### config.mk
export PLATFORM = sky130hd
export DESIGN_NAME = dual_hbridge
export DESIGN_NICKNAME = d
export VERILOG_FILES = /design/src/source/stepper_pkg.sv /design/src/source/pwm_timer.sv /design/src/source/phase_counter.sv /design/src/source/microstep_table.sv /design/src/source/space_vector_modulator.sv /design/src/source/bridge_supervisor.sv /design/src/source/dual_hbridge.sv
export VERILOG_INCLUDE_DIRS = /design/src /design/src/source
export SDC_FILE = /design/constraint.sdc
export NUM_CORES = 1
export LEC_CHECK = 0
export BUFFER_PORTS_ARGS = -buffer_cell sky130_fd_sc_hd__buf_4
export CELL_PAD_IN_SITES_DETAIL_PLACEMENT = 1
export CELL_PAD_IN_SITES_GLOBAL_PLACEMENT = 2
export CORE_MARGIN = 3
export CORE_UTILIZATION = 39
export CTS_CLUSTER_SIZE = 30
export DETAILED_ROUTE_END_ITERATION = 8
export GPL_TIMING_DRIVEN = 0
export PLACE_DENSITY = 0.87
export SLEW_MARGIN = 25
export SYNTH_ARGS = -nofsm -noshare
export SYNTH_HDL_FRONTEND = slang
export SYNTH_SLANG_ARGS = --single-unit
### constraint.sdc
create_clock -name clk -period 10.7 [get_ports clk]
set_input_delay 1.07 -clock clk [delete_from_list [all_inputs] [get_ports clk]]
set_output_delay 1.07 -clock clk [all_outputs]
set_load 0.005 [all_outputs]
### src/source/stepper_macros.svh
// Stepper driver widths, sine table size, PWM width, stall limit and decay option
`ifndef STEPPER_MACROS_SVH
`define STEPPER_MACROS_SVH

// Position count
`define STEP_COUNT_BITS 32 // Signed, wraps

// Electrical angle, 4 quadrants of 64 microsteps
`define PHASE_BITS 8
`define QUARTER_BITS 6 // Index inside one quadrant

// Quarter-wave table, both end points included
`define SINE_ENTRIES 65

// Coil drive
`define AMP_BITS 8 // Table entry and coil amplitude
`define CURRENT_BITS 4 // Current scale, 16 is full range

// PWM carrier, period is 2**PWM_BITS clocks
`define PWM_BITS 8

// Supervisor
`define STALL_LIMIT 512 // Max encoder to step deviation
`define VREF_OFF_BRAKE 1 // 1 = slow decay while vref is low

`endif

### src/source/stepper_pkg.sv
// Shared types of the stepper driver: widths, bundles and supervisor states
`default_nettype none

`include "stepper_macros.svh"

package stepper_pkg;

  // ------------------------------
  // Plain vector types
  // ------------------------------
  typedef logic signed [`STEP_COUNT_BITS-1:0] step_count_t; // Position in microsteps
  typedef logic [`PHASE_BITS-1:0] phase_t; // One electrical turn
  typedef logic [`AMP_BITS-1:0] amp_t; // Coil current amplitude
  typedef logic [`CURRENT_BITS-1:0] current_t; // Current scale
  typedef logic [7:0] step_inc_t; // Microsteps per step pulse, unsigned
  typedef logic [`PWM_BITS-1:0] pwm_count_t; // Carrier value

  // ------------------------------
  // Bundles
  // ------------------------------
  typedef struct packed {
    logic step;   // Step pulse
    logic dir;    // 1 = count up
    logic enable; // Drive the coils
    logic brake;  // Brake while disabled
  } motion_cmd_t;

  typedef struct packed {
    amp_t amp_a; // Cosine coil
    amp_t amp_b; // Sine coil
  } coil_amp_t;

  typedef struct packed {
    logic phase_a1;
    logic phase_a2;
    logic phase_b1;
    logic phase_b2;
    logic vref_a;
    logic vref_b;
  } bridge_out_t;

  // Supervisor modes
  typedef enum logic [1:0] {
    ST_OFF,
    ST_RUN,
    ST_BRAKE,
    ST_FAULT
  } drive_state_e;

endpackage

`default_nettype wire

### src/source/pwm_timer.sv
// Free-running PWM carrier with a strobe at the start of each period
`timescale 1ns/1ps
`default_nettype none

module pwm_timer import stepper_pkg::*; (
  input  wire logic clk,
  input  wire logic resetn,
  output pwm_count_t carrier,
  output logic       period_start
);

  // ------------------------------
  // Carrier counter
  // ------------------------------
  // Wraps at the top on its own, no terminal compare
  always_ff @(posedge clk) begin
    if (resetn) begin
      carrier <= '0;
    end else begin
      carrier <= carrier + 1'b1;
    end
  end

  // Period strobe
  // High for the single cycle where the carrier sits at 0
  assign period_start = (carrier == '0);

endmodule

`default_nettype wire

### src/source/phase_counter.sv
// Step pulse edge detector and signed microstep position accumulator
`timescale 1ns/1ps
`default_nettype none

module phase_counter import stepper_pkg::*; (
  input  wire logic      clk,
  input  wire logic      resetn,
  input  wire logic      step,
  input  wire logic      dir,
  input  wire step_inc_t microsteps,
  output step_count_t    step_count
);

  logic        step_q;   // Previous step sample
  logic        step_rise;
  step_count_t inc_ext;  // Increment widened to the count

  // ------------------------------
  // Step edge
  // ------------------------------
  assign step_rise = step & ~step_q; // New sample high, old one low

  // Unsigned source, so the cast zero-extends
  assign inc_ext = step_count_t'(microsteps);

  // ------------------------------
  // Position accumulator
  // ------------------------------
  always_ff @(posedge clk) begin
    if (resetn) begin
      step_q     <= 1'b0;
      step_count <= '0;
    end else begin
      step_q <= step;
      if (step_rise) begin
        // Forward adds, reverse subtracts, both wrap
        step_count <= dir ? step_count + inc_ext : step_count - inc_ext;
      end
    end
  end

endmodule

`default_nettype wire

### src/source/microstep_table.sv
// Quarter-wave sine lookup scaled by the current setting, one amplitude per coil
`timescale 1ns/1ps
`default_nettype none

`include "stepper_macros.svh"

module microstep_table import stepper_pkg::*; (
  input  wire logic     clk,
  input  wire logic     resetn,
  input  wire phase_t   phase,
  input  wire current_t current,
  output coil_amp_t     amps
);

  // round(255 * sin(pi/2 * i/64)), i = 0..64
  localparam amp_t sine_lut [0:`SINE_ENTRIES-1] = '{
      0,   6,  13,  19,  25,  31,  37,  44,  50,  56,
     62,  68,  74,  80,  86,  92,  98, 103, 109, 115,
    120, 126, 131, 136, 142, 147, 152, 157, 162, 167,
    171, 176, 180, 185, 189, 193, 197, 201, 205, 208,
    212, 215, 219, 222, 225, 228, 231, 233, 236, 238,
    240, 242, 244, 246, 247, 249, 250, 251, 252, 253,
    254, 254, 255, 255, 255
  };
  localparam logic [`QUARTER_BITS:0] quarter_max = `SINE_ENTRIES - 1;

  logic                    odd_quadrant;
  logic [`QUARTER_BITS:0]  idx_fwd; // k
  logic [`QUARTER_BITS:0]  idx_rev; // 64 - k
  amp_t                    entry_a;
  amp_t                    entry_b;
  logic [$bits(amp_t)+$bits(current_t)-1:0] prod_a;
  logic [$bits(amp_t)+$bits(current_t)-1:0] prod_b;

  // ------------------------------
  // Table lookup
  // ------------------------------
  assign odd_quadrant = phase[`PHASE_BITS-2]; // Low bit of the quadrant
  assign idx_fwd      = {1'b0, phase[`QUARTER_BITS-1:0]};
  assign idx_rev      = quarter_max - idx_fwd;

  // B is the sine, A the cosine; odd quadrants swap the indices
  assign entry_b = odd_quadrant ? sine_lut[idx_rev] : sine_lut[idx_fwd];
  assign entry_a = odd_quadrant ? sine_lut[idx_fwd] : sine_lut[idx_rev];

  // Scale by current / 16, truncated
  assign prod_a = entry_a * current;
  assign prod_b = entry_b * current;

  always_ff @(posedge clk) begin
    if (resetn) begin
      amps <= '0;
    end else begin
      amps.amp_a <= amp_t'(prod_a >> $bits(current_t));
      amps.amp_b <= amp_t'(prod_b >> $bits(current_t));
    end
  end

endmodule

`default_nettype wire

### src/source/space_vector_modulator.sv
// Per-period amplitude shadow registers and carrier compare for both vref outputs
`timescale 1ns/1ps
`default_nettype none

module space_vector_modulator import stepper_pkg::*; (
  input  wire logic       clk,
  input  wire logic       resetn,
  input  wire coil_amp_t  amps,
  input  wire pwm_count_t carrier,
  input  wire logic       period_start,
  output logic            vref_a,
  output logic            vref_b
);

  coil_amp_t amps_q; // Amplitudes in force for this period

  // ------------------------------
  // Shadow registers
  // ------------------------------
  // Loaded only on the period strobe, so a duty cycle never
  // changes part way through a carrier sweep
  always_ff @(posedge clk) begin
    if (resetn) begin
      amps_q <= '0; // vref low until the first period
    end else if (period_start) begin
      amps_q <= amps;
    end
  end

  // ------------------------------
  // Comparators
  // ------------------------------
  // Edge-aligned, high for the first amp_x counts of each period
  assign vref_a = (carrier < amps_q.amp_a);
  assign vref_b = (carrier < amps_q.amp_b);

endmodule

`default_nettype wire

### src/source/bridge_supervisor.sv
// Bridge supervisor FSM: off, run, brake and latched stall fault
`timescale 1ns/1ps
`default_nettype none

`include "stepper_macros.svh"

module bridge_supervisor import stepper_pkg::*; (
  input  wire logic        clk,
  input  wire logic        resetn,
  input  wire logic        enable,
  input  wire logic        brake,
  input  wire step_count_t step_count,
  input  wire step_count_t encoder_count,
  output logic             drive_en,
  output logic             brake_req,
  output logic             faultn
);

  drive_state_e state;
  drive_state_e state_next;

  // ------------------------------
  // Encoder deviation
  // ------------------------------
  // One extra bit so the difference never overflows
  logic signed [`STEP_COUNT_BITS:0] deviation;
  logic [`STEP_COUNT_BITS:0]        deviation_abs;
  logic                             stalled;

  assign deviation     = encoder_count - step_count; // Operands sign-extended first
  assign deviation_abs = deviation[`STEP_COUNT_BITS] ? -deviation : deviation;
  assign stalled       = deviation_abs > `STALL_LIMIT;

  // ------------------------------
  // Next state
  // ------------------------------
  always_comb begin
    state_next = state;
    if (!enable) begin
      state_next = brake ? ST_BRAKE : ST_OFF; // Also the only way out of a fault
    end else if (state == ST_FAULT) begin
      state_next = ST_FAULT; // Latched while enabled
    end else if (state == ST_RUN && stalled) begin
      state_next = ST_FAULT;
    end else begin
      state_next = ST_RUN;
    end
  end

  always_ff @(posedge clk) begin
    if (resetn) begin
      state <= ST_OFF;
    end else begin
      state <= state_next;
    end
  end

  // Mode outputs, decoded from the state only
  assign drive_en  = (state == ST_RUN);
  assign brake_req = (state == ST_BRAKE);
  assign faultn    = (state != ST_FAULT); // Active low

endmodule

`default_nettype wire

### src/source/dual_hbridge.sv
// Dual H-bridge stepper driver top: step count, sine microstepping, PWM and stall guard
`timescale 1ns/1ps
`default_nettype none

`include "stepper_macros.svh"

module dual_hbridge import stepper_pkg::*; (
  input  wire logic        clk,
  input  wire logic        resetn,
  input  wire motion_cmd_t cmd,
  input  wire step_inc_t   microsteps,
  input  wire current_t    current,
  input  wire step_count_t encoder_count,
  output bridge_out_t      bridge,
  output step_count_t      step_count,
  output logic             faultn
);

  localparam bit vref_off_brake_en = (`VREF_OFF_BRAKE != 0);

  phase_t     phase;        // Electrical angle
  logic [1:0] quadrant;
  logic [1:0] polarity;     // {b, a}
  coil_amp_t  amps;
  pwm_count_t carrier;
  logic       period_start;
  logic       vref_a;
  logic       vref_b;
  logic       drive_en;
  logic       brake_req;
  logic       brake_a;      // Pin level while coil A is not driven
  logic       brake_b;

  // ------------------------------
  // Position and angle
  // ------------------------------
  phase_counter u_phase_counter (
    .clk        (clk),
    .resetn     (resetn),
    .step       (cmd.step),
    .dir        (cmd.dir),
    .microsteps (microsteps),
    .step_count (step_count)
  );

  assign phase    = step_count[`PHASE_BITS-1:0];
  assign quadrant = phase[`PHASE_BITS-1 -: 2];

  microstep_table u_microstep_table (
    .clk     (clk),
    .resetn  (resetn),
    .phase   (phase),
    .current (current),
    .amps    (amps)
  );

  // ------------------------------
  // PWM
  // ------------------------------
  pwm_timer u_pwm_timer (
    .clk          (clk),
    .resetn       (resetn),
    .carrier      (carrier),
    .period_start (period_start)
  );

  space_vector_modulator u_space_vector_modulator (
    .clk          (clk),
    .resetn       (resetn),
    .amps         (amps),
    .carrier      (carrier),
    .period_start (period_start),
    .vref_a       (vref_a),
    .vref_b       (vref_b)
  );

  bridge_supervisor u_bridge_supervisor (
    .clk           (clk),
    .resetn        (resetn),
    .enable        (cmd.enable),
    .brake         (cmd.brake),
    .step_count    (step_count),
    .encoder_count (encoder_count),
    .drive_en      (drive_en),
    .brake_req     (brake_req),
    .faultn        (faultn)
  );

  // ------------------------------
  // Polarity and decay
  // ------------------------------
  always_comb begin
    case (quadrant) // Gray sequence, one coil flips per quadrant
      2'd0:    polarity = 2'b11;
      2'd1:    polarity = 2'b01;
      2'd2:    polarity = 2'b00;
      default: polarity = 2'b10;
    endcase
  end

  // Slow decay while vref is off, if enabled
  assign brake_a = brake_req | (vref_off_brake_en & ~vref_a);
  assign brake_b = brake_req | (vref_off_brake_en & ~vref_b);

  always_comb begin
    bridge.vref_a   = vref_a;
    bridge.vref_b   = vref_b;
    bridge.phase_a1 = (drive_en & vref_a) ?  polarity[0] : brake_a;
    bridge.phase_a2 = (drive_en & vref_a) ? ~polarity[0] : brake_a;
    bridge.phase_b1 = (drive_en & vref_b) ?  polarity[1] : brake_b;
    bridge.phase_b2 = (drive_en & vref_b) ? ~polarity[1] : brake_b;
  end

endmodule

`default_nettype wire

Yosys cells after proc, flatten, opt, wreduce, memory -nomap -nowiden
Memories as Yosys holds them, arrays and structs flattened.
Cells that the tools add are included.
{"block": "totals", "regBits": 75, "latchBits": 0, "ram_bits": 0, "mem_bits_ro": 2048, "in_bits": 50, "wordCells": 61, "n_memories": 2}
{"memory": "(no name shown)", "words": 128, "word_bits": 8, "read_ports": 1, "rd_ports_with_merged_regs": 0, "write_ports": 0, "line": "microstep_table.sv:43", "text": "assign entry_b = odd_quadrant ? sine_lut[idx_rev] : sine_lut[idx_fwd];"}
{"memory": "(no name shown)", "words": 128, "word_bits": 8, "read_ports": 1, "rd_ports_with_merged_regs": 0, "write_ports": 0, "line": "microstep_table.sv:43"}
{"block": "op_classes", "n_addsub": 6, "multipliers": 2, "n_div": 0, "order_cmp": 5, "eq_ne": 6, "n_shift": 0, "n_mux": 17, "bitwise": 12, "n_reduce_logical": 3}
{"cell": "$mux 8", "n": 6}
{"cell": "$gt 33x10->1 const B", "n": 1}
{"cell": "$mux 33", "n": 1}
{"cell": "$neg 33->33", "n": 1}
{"cell": "$sub 32x32->33", "n": 1}
{"cell": "$add 32x9->32", "n": 1}
{"cell": "$mux 32", "n": 1}
{"cell": "$sub 32x9->32", "n": 1}
{"cell": "$mul 8x4->12", "n": 2}
{"cell": "$ge 8x8->1 const B", "n": 2}
{"cell": "$lt 8x8->1", "n": 2}
{"cell": "$add 8x1->8 const B", "n": 1}
{"cell": "$logic_not 8->1", "n": 1}
{"cell": "$mux 2", "n": 4}
{"cell": "$not 6->8", "n": 1}
{"cell": "$not 7->8", "n": 1}
{"cell": "$sub 7x6->7 const A", "n": 1}
{"cell": "$eq 2x2->1 const B", "n": 3}
{"cell": "$pmux 2 s3", "n": 1}
{"cell": "$not 1->1", "n": 5}
{"cell": "$eq 2x1->1 const B", "n": 2}
{"cell": "$mux 1", "n": 4}
{"cell": "$and 1x1->1", "n": 3}
{"cell": "$logic_not 2->1", "n": 1}
{"cell": "other kinds (3)", "n": 4}

Depth between registers and ports, before layout
{"block": "logic_depth", "depth_word": 8, "depth_mapped": 24}

Modules after synthesis
Synthesis repeated with hierarchy kept, for this count alone.
{"block": "unflattened", "cells_unflattened": 1610, "area_unflattened_um2": 11707.5}
{"module": "microstep_table", "instances": 1, "cells_each": 534, "area_per_inst_um2": 3896.2}
{"module": "bridge_supervisor", "instances": 1, "cells_each": 520, "area_per_inst_um2": 3402.0}
{"module": "phase_counter", "instances": 1, "cells_each": 403, "area_per_inst_um2": 3035.4}
{"module": "space_vector_modulator", "instances": 1, "cells_each": 101, "area_per_inst_um2": 929.6}
{"module": "pwm_timer", "instances": 1, "cells_each": 38, "area_per_inst_um2": 342.8}
{"module": "dual_hbridge", "instances": 1, "cells_each": 14, "area_per_inst_um2": 101.3}

Least setup slack after synthesis
OpenSTA, ideal clock, no wires.
{"block": "synth_timing", "path_type": "register -> register", "from": "reg u_phase_counter.step_count[1]", "to": "reg, netlist name u_microstep_table.amps[14]", "setup_time_ns": 0.128, "arrival_time_ns": 5.706, "required_time_ns": 10.572, "setup_slack_ns": 4.867, "stages_incl_launch_ff": 23, "path_buffers": 1, "period_less_slack_ns": 5.833, "path_cell_list": "dfxtp_1 -> clkinv_1 -> ha_1 -> xor2_1 -> clkbuf_1 -> nand2_1 -> a311oi_1 -> a21oi_1 -> a2111oi_0 -> a21oi_1 -> nand2_1 -> fa_1 -> fa_1 -> inv_1 -> ha_1 -> and4_1 -> and2_1 -> a41o_1 -> o41a_1 -> a21oi_1 -> o21bai_1 -> xnor2_1 -> nor2_1"}
{"block": "synth_via", "elab_chain_cells": 7, "elab_cells_between_ends": 11}
{"item": "from (decl)", "line": "phase_counter.sv:11", "text": "output step_count_t step_count"}
{"item": "from (signal assigned)", "line": "phase_counter.sv:37", "text": "step_count <= dir ? step_count + inc_ext : step_count - inc_ext;"}
{"item": "$sub 7x6->7", "line": "microstep_table.sv:40", "text": "assign idx_rev = quarter_max - idx_fwd;"}
{"item": "$not 7->8 (implied by the code)", "line": "microstep_table.sv:44", "text": "assign entry_a = odd_quadrant ? sine_lut[idx_fwd] : sine_lut[idx_rev];"}
{"item": "$mem_v2 128x8"}
{"item": "$mux 8 (2 in a row)"}
{"item": "$mux 8 (*)", "line": "microstep_table.sv:44"}
{"item": "$mul 8x4->12 (*)", "line": "microstep_table.sv:47", "text": "assign prod_a = entry_a * current;"}
Mark *: on every way between the ends. The rest lies on a longest branch, timed or not. The select of a mux whose other input is x is not followed.
A chain may end at the register's enable or synchronous reset.

Worst setup path in the final report
{"block": "layout_timing", "from": "reg u_phase_counter.step_count[1]", "to": "reg, netlist name u_microstep_table.amps[14]"}
{"block": "layout_via", "elab_chain_cells": 7, "elab_cells_between_ends": 11}
{"item": "$sub 7x6->7", "line": "microstep_table.sv:40"}
{"item": "$not 7->8 (implied by the code)", "line": "microstep_table.sv:44"}
{"item": "$mem_v2 128x8"}
{"item": "$mux 8 (2 in a row)"}
{"item": "$mux 8 (*)", "line": "microstep_table.sv:44"}
{"item": "$mul 8x4->12 (*)", "line": "microstep_table.sv:47"}
Marked as above.

==> results.sh <==
export IMPL_setup_violations=0
export IMPL_drtIter0Drc=657
export IMPL_internal_power_uw=1170
export IMPL_wl_per_cell_um=19.2
export IMPL_hold_class="flop to flop"
export IMPL_area_growth_syn_to_layout_pct=12.9
export IMPL_grt_pass1_wl_um=62000
export IMPL_core_area_um2=28000
export IMPL_io_buffers=88
export IMPL_regArea_um2=1500
export IMPL_top_level_ports=89
export IMPL_leakage_uw=0.00546
export IMPL_finalClockSkew_ns=0.00764
export IMPL_clkLatencyLatePin_ns=0.35
export IMPL_worst_slew_pin_slew_ns=0.901
export IMPL_crit_type="flop to flop"
export IMPL_rsz0062_at_grt="false"
export IMPL_synth_edf_count=0
export IMPL_diodes=0
export IMPL_maxCapViolations=0
export IMPL_p_clk_share_pct=14.2
export IMPL_slew_headroom_pct=39.8
export IMPL_yosysWarningCount=0
export IMPL_drc=0
export IMPL_power_uw=2310
export IMPL_cts_tree="yes"
export IMPL_p_seq_share_pct=16.0
export IMPL_grt_max_degree=17
export IMPL_placed_cell_area_um2=12300
export IMPL_cts_hold_buf=0
export IMPL_avgSynthCellArea_um2=7.31
export IMPL_cts_buffer_depth=2
export IMPL_max_freq_mhz=138
export IMPL_root_buffer="clkbuf_16"
export IMPL_cp_arrival_ns=7.45
export IMPL_start_util_pct=39.9
export IMPL_yosysUniqueCellTypes=98
export IMPL_vias=11600
export IMPL_post_cts_resized=0
export IMPL_synthFlopType="dfxtp_1"
export IMPL_grt_ovfl_total=0
export IMPL_tns_ns=0
export IMPL_status="completed"
export IMPL_place_ws_ns=3.48
export IMPL_cts_sinks=75
export IMPL_die_width_um=175
export IMPL_fin_util_pct=45.1
export IMPL_worst_setup_path_end_kind="flop"
export IMPL_fill_cells=3618
export IMPL_gp_congestion=0.872
export IMPL_h_tree_depth=3
export IMPL_cts_made_buffers=9
export IMPL_die_y_um=175
export IMPL_grt_antenna_before_repair=1
export IMPL_required_ns=10.92
export IMPL_clkTransAtPathRegs_ns=0.07
export IMPL_fp_row_count=61
export IMPL_final_period_utilization_pct=67.6
export IMPL_powerDensity_nw_per_um2=183
export IMPL_p_sw_share_pct=49.5
export IMPL_finalHoldViolCount=0
export IMPL_grt_use_total_pct=24.7
export IMPL_nets=1823
export IMPL_async_reset_ff_share_pct=0
export IMPL_ys_seq_elements=75
export IMPL_hpwl_um=31400
export IMPL_routed_wl_um=38700
export IMPL_die_area_um2=30800
export IMPL_power_switching_uw=1140
export IMPL_p_comb_share_pct=69.8
export IMPL_dr_pass1_iters=5
export IMPL_startpoint_type="flop"
export IMPL_first_global_vias=11600
export IMPL_min_period_ns=7.23
export IMPL_final_layout_size_suffix_gt1_share_pct=10.5
export IMPL_yosysSeqAreaShare_pct=13.4
export IMPL_synth_area_um2=11200
export IMPL_synthCells=1530
export IMPL_drt_antenna_violating_nets=0
export IMPL_setup_ws_ns=3.47
export IMPL_irDropWorstVdd_v=0.000135
export IMPL_critPathMaxFanout=14
export IMPL_design_area_um2=12600
export IMPL_post_cts_setup_buffers=0
export IMPL_syn_nets=1724
export IMPL_vias_per_cell=5.75
export IMPL_report_final_slew_viol_count=0
export IMPL_multi_input_area_um2=8920
## power groups by stage
stage | clock, µW | combinational [µW] | sequential, µW
after detailed placement | 0 | 1600 | 377
after global placement | 0 | 1560 | 375
after global routing | 348 | 1820 | 376
after CTS | 335 | 1610 | 371
after floorplan | 0 | 1180 | 358
final | 328 | 1610 | 370
## sequential cells by signal, indices dropped and copies added (netlist names)
| register | flops |
|---|---|
| u_bridge_supervisor.state | 2 |
| u_microstep_table.amps | 16 |
| u_phase_counter.step_count | 32 |
| u_phase_counter.step_q | 1 |
| u_pwm_timer.carrier | 8 |
| u_space_vector_modulator.amps_q | 16 |
## layout make-up
| type | instances | area share (%) |
|---|---|---|
| clock inverter | 7 | 0.713 |
| inverter | 106 | 3.15 |
| timing repair buffer | 88 | 5.23 |
| clock buffer | 9 | 1.78 |
| tap | 378 | 3.74 |
| sequential | 75 | 11.9 |
| multi-input combinational | 1270 | 70.6 |
| buffer | 79 | 2.89 |
## kinds of logic (layout without fill, tap and decap cells)
group                    Yosys count  in the layout  share of synthesized area (%)
multiplexers                      39             39                           3.92
AO/OA/AOI/OAI                    444            444                           26.3
adder cells (fa/ha/maj)          144            144                           17.7
flip-flops                        75             75                           13.4
buffers and inverters            185            289                           6.82
AND/OR/NAND/NOR                  563            563                           25.4
XOR/XNOR                          80             80                           6.43
## Yosys cell counts (all sizes together) (29+ instances only)
cell / count / area, µm²
nand2: 170 / 638
a21oi: 155 / 783
nor2: 134 / 505
ha: 120 / 1500
inv: 103 / 387
o21ai: 78 / 394
dfxtp: 75 / 1500
clkbuf: 52 / 195
nor3: 46 / 268
xnor2: 43 / 377
xor2: 37 / 343
and2: 32 / 200
mux2i: 30 / 300
nand3: 29 / 145
## path summary, 6_finish.rpt
path                                  from                         end  slack (ns)  depth (start not counted)
max          u_phase_counter.step_count[1]  u_microstep_table.amps[14]        3.47                         22
max reg2reg  u_phase_counter.step_count[1]  u_microstep_table.amps[14]        3.47                         22
min                 u_pwm_timer.carrier[0]      u_pwm_timer.carrier[0]        0.47                          1
min reg2reg         u_pwm_timer.carrier[0]      u_pwm_timer.carrier[0]        0.47                          1
## cell usage in the layout, fill, tap and decap left out, drive strengths merged, types with 6 or more instances in the layout
master and n:
a31oi 19, nor3 46, and3 18, nor2 134, ha 120, a211oi 20, nor2b 22, nand3 29
or3 15, dfxtp 75, clkbuf 61, a21oi 155, mux2 6, buf 115, o211ai 12, a311oi 8
inv 108, and4 10, a21o 26, a2111oi 6, a22o 6, nor4 16, o21ai 78, o21bai 6
nand3b 7, o21a 22, mux2i 30, a21boi 8, nand2b 24, fa 24, nand2 170, nor3b 7
xor2 37, o31ai 12, and2 32, xnor2 43, nand4 15, o22ai 6
## metal layers
layer  track usage [%]  share of wire [%]  vias to the layer above
met5                 0                  0                        -
met1              33.7                 48                     5580
met3              2.79                3.9                       43
li1                  -                  -                     5702
met2              41.6                 46                      243
met4              6.28                2.3                        0
## worst max-delay path, cell delays in order (launching register included)
cell	delay (ns)
dfxtp_1	0.79
clkinv_1	0.65
ha_1	0.45
xor2_1	0.61
clkbuf_1	0.47
nand2_1	0.10
a311oi_1	0.28
a21oi_1	0.09
a2111oi_0	0.46
a21oi_1	0.17
nand2_1	0.14
fa_1	0.45
fa_1	0.55
inv_1	0.04
ha_1	0.27
and4_1	0.16
and2_1	0.17
a41o_1	0.31
o41a_1	0.37
a21oi_1	0.25
o21bai_1	0.11
xnor2_1	0.15
nor2_1	0.06
## metrics by stage
step / hold slack [ns] / cells
floorplan: 0.426 / 1530
global placement: 0.438 / 1996
detailed placement: 0.457 / 1996
CTS: 0.473 / 2012
global route: 0.494 / 2012
finish: 0.472 / 2012
Power figures use the tool's default switching activity.
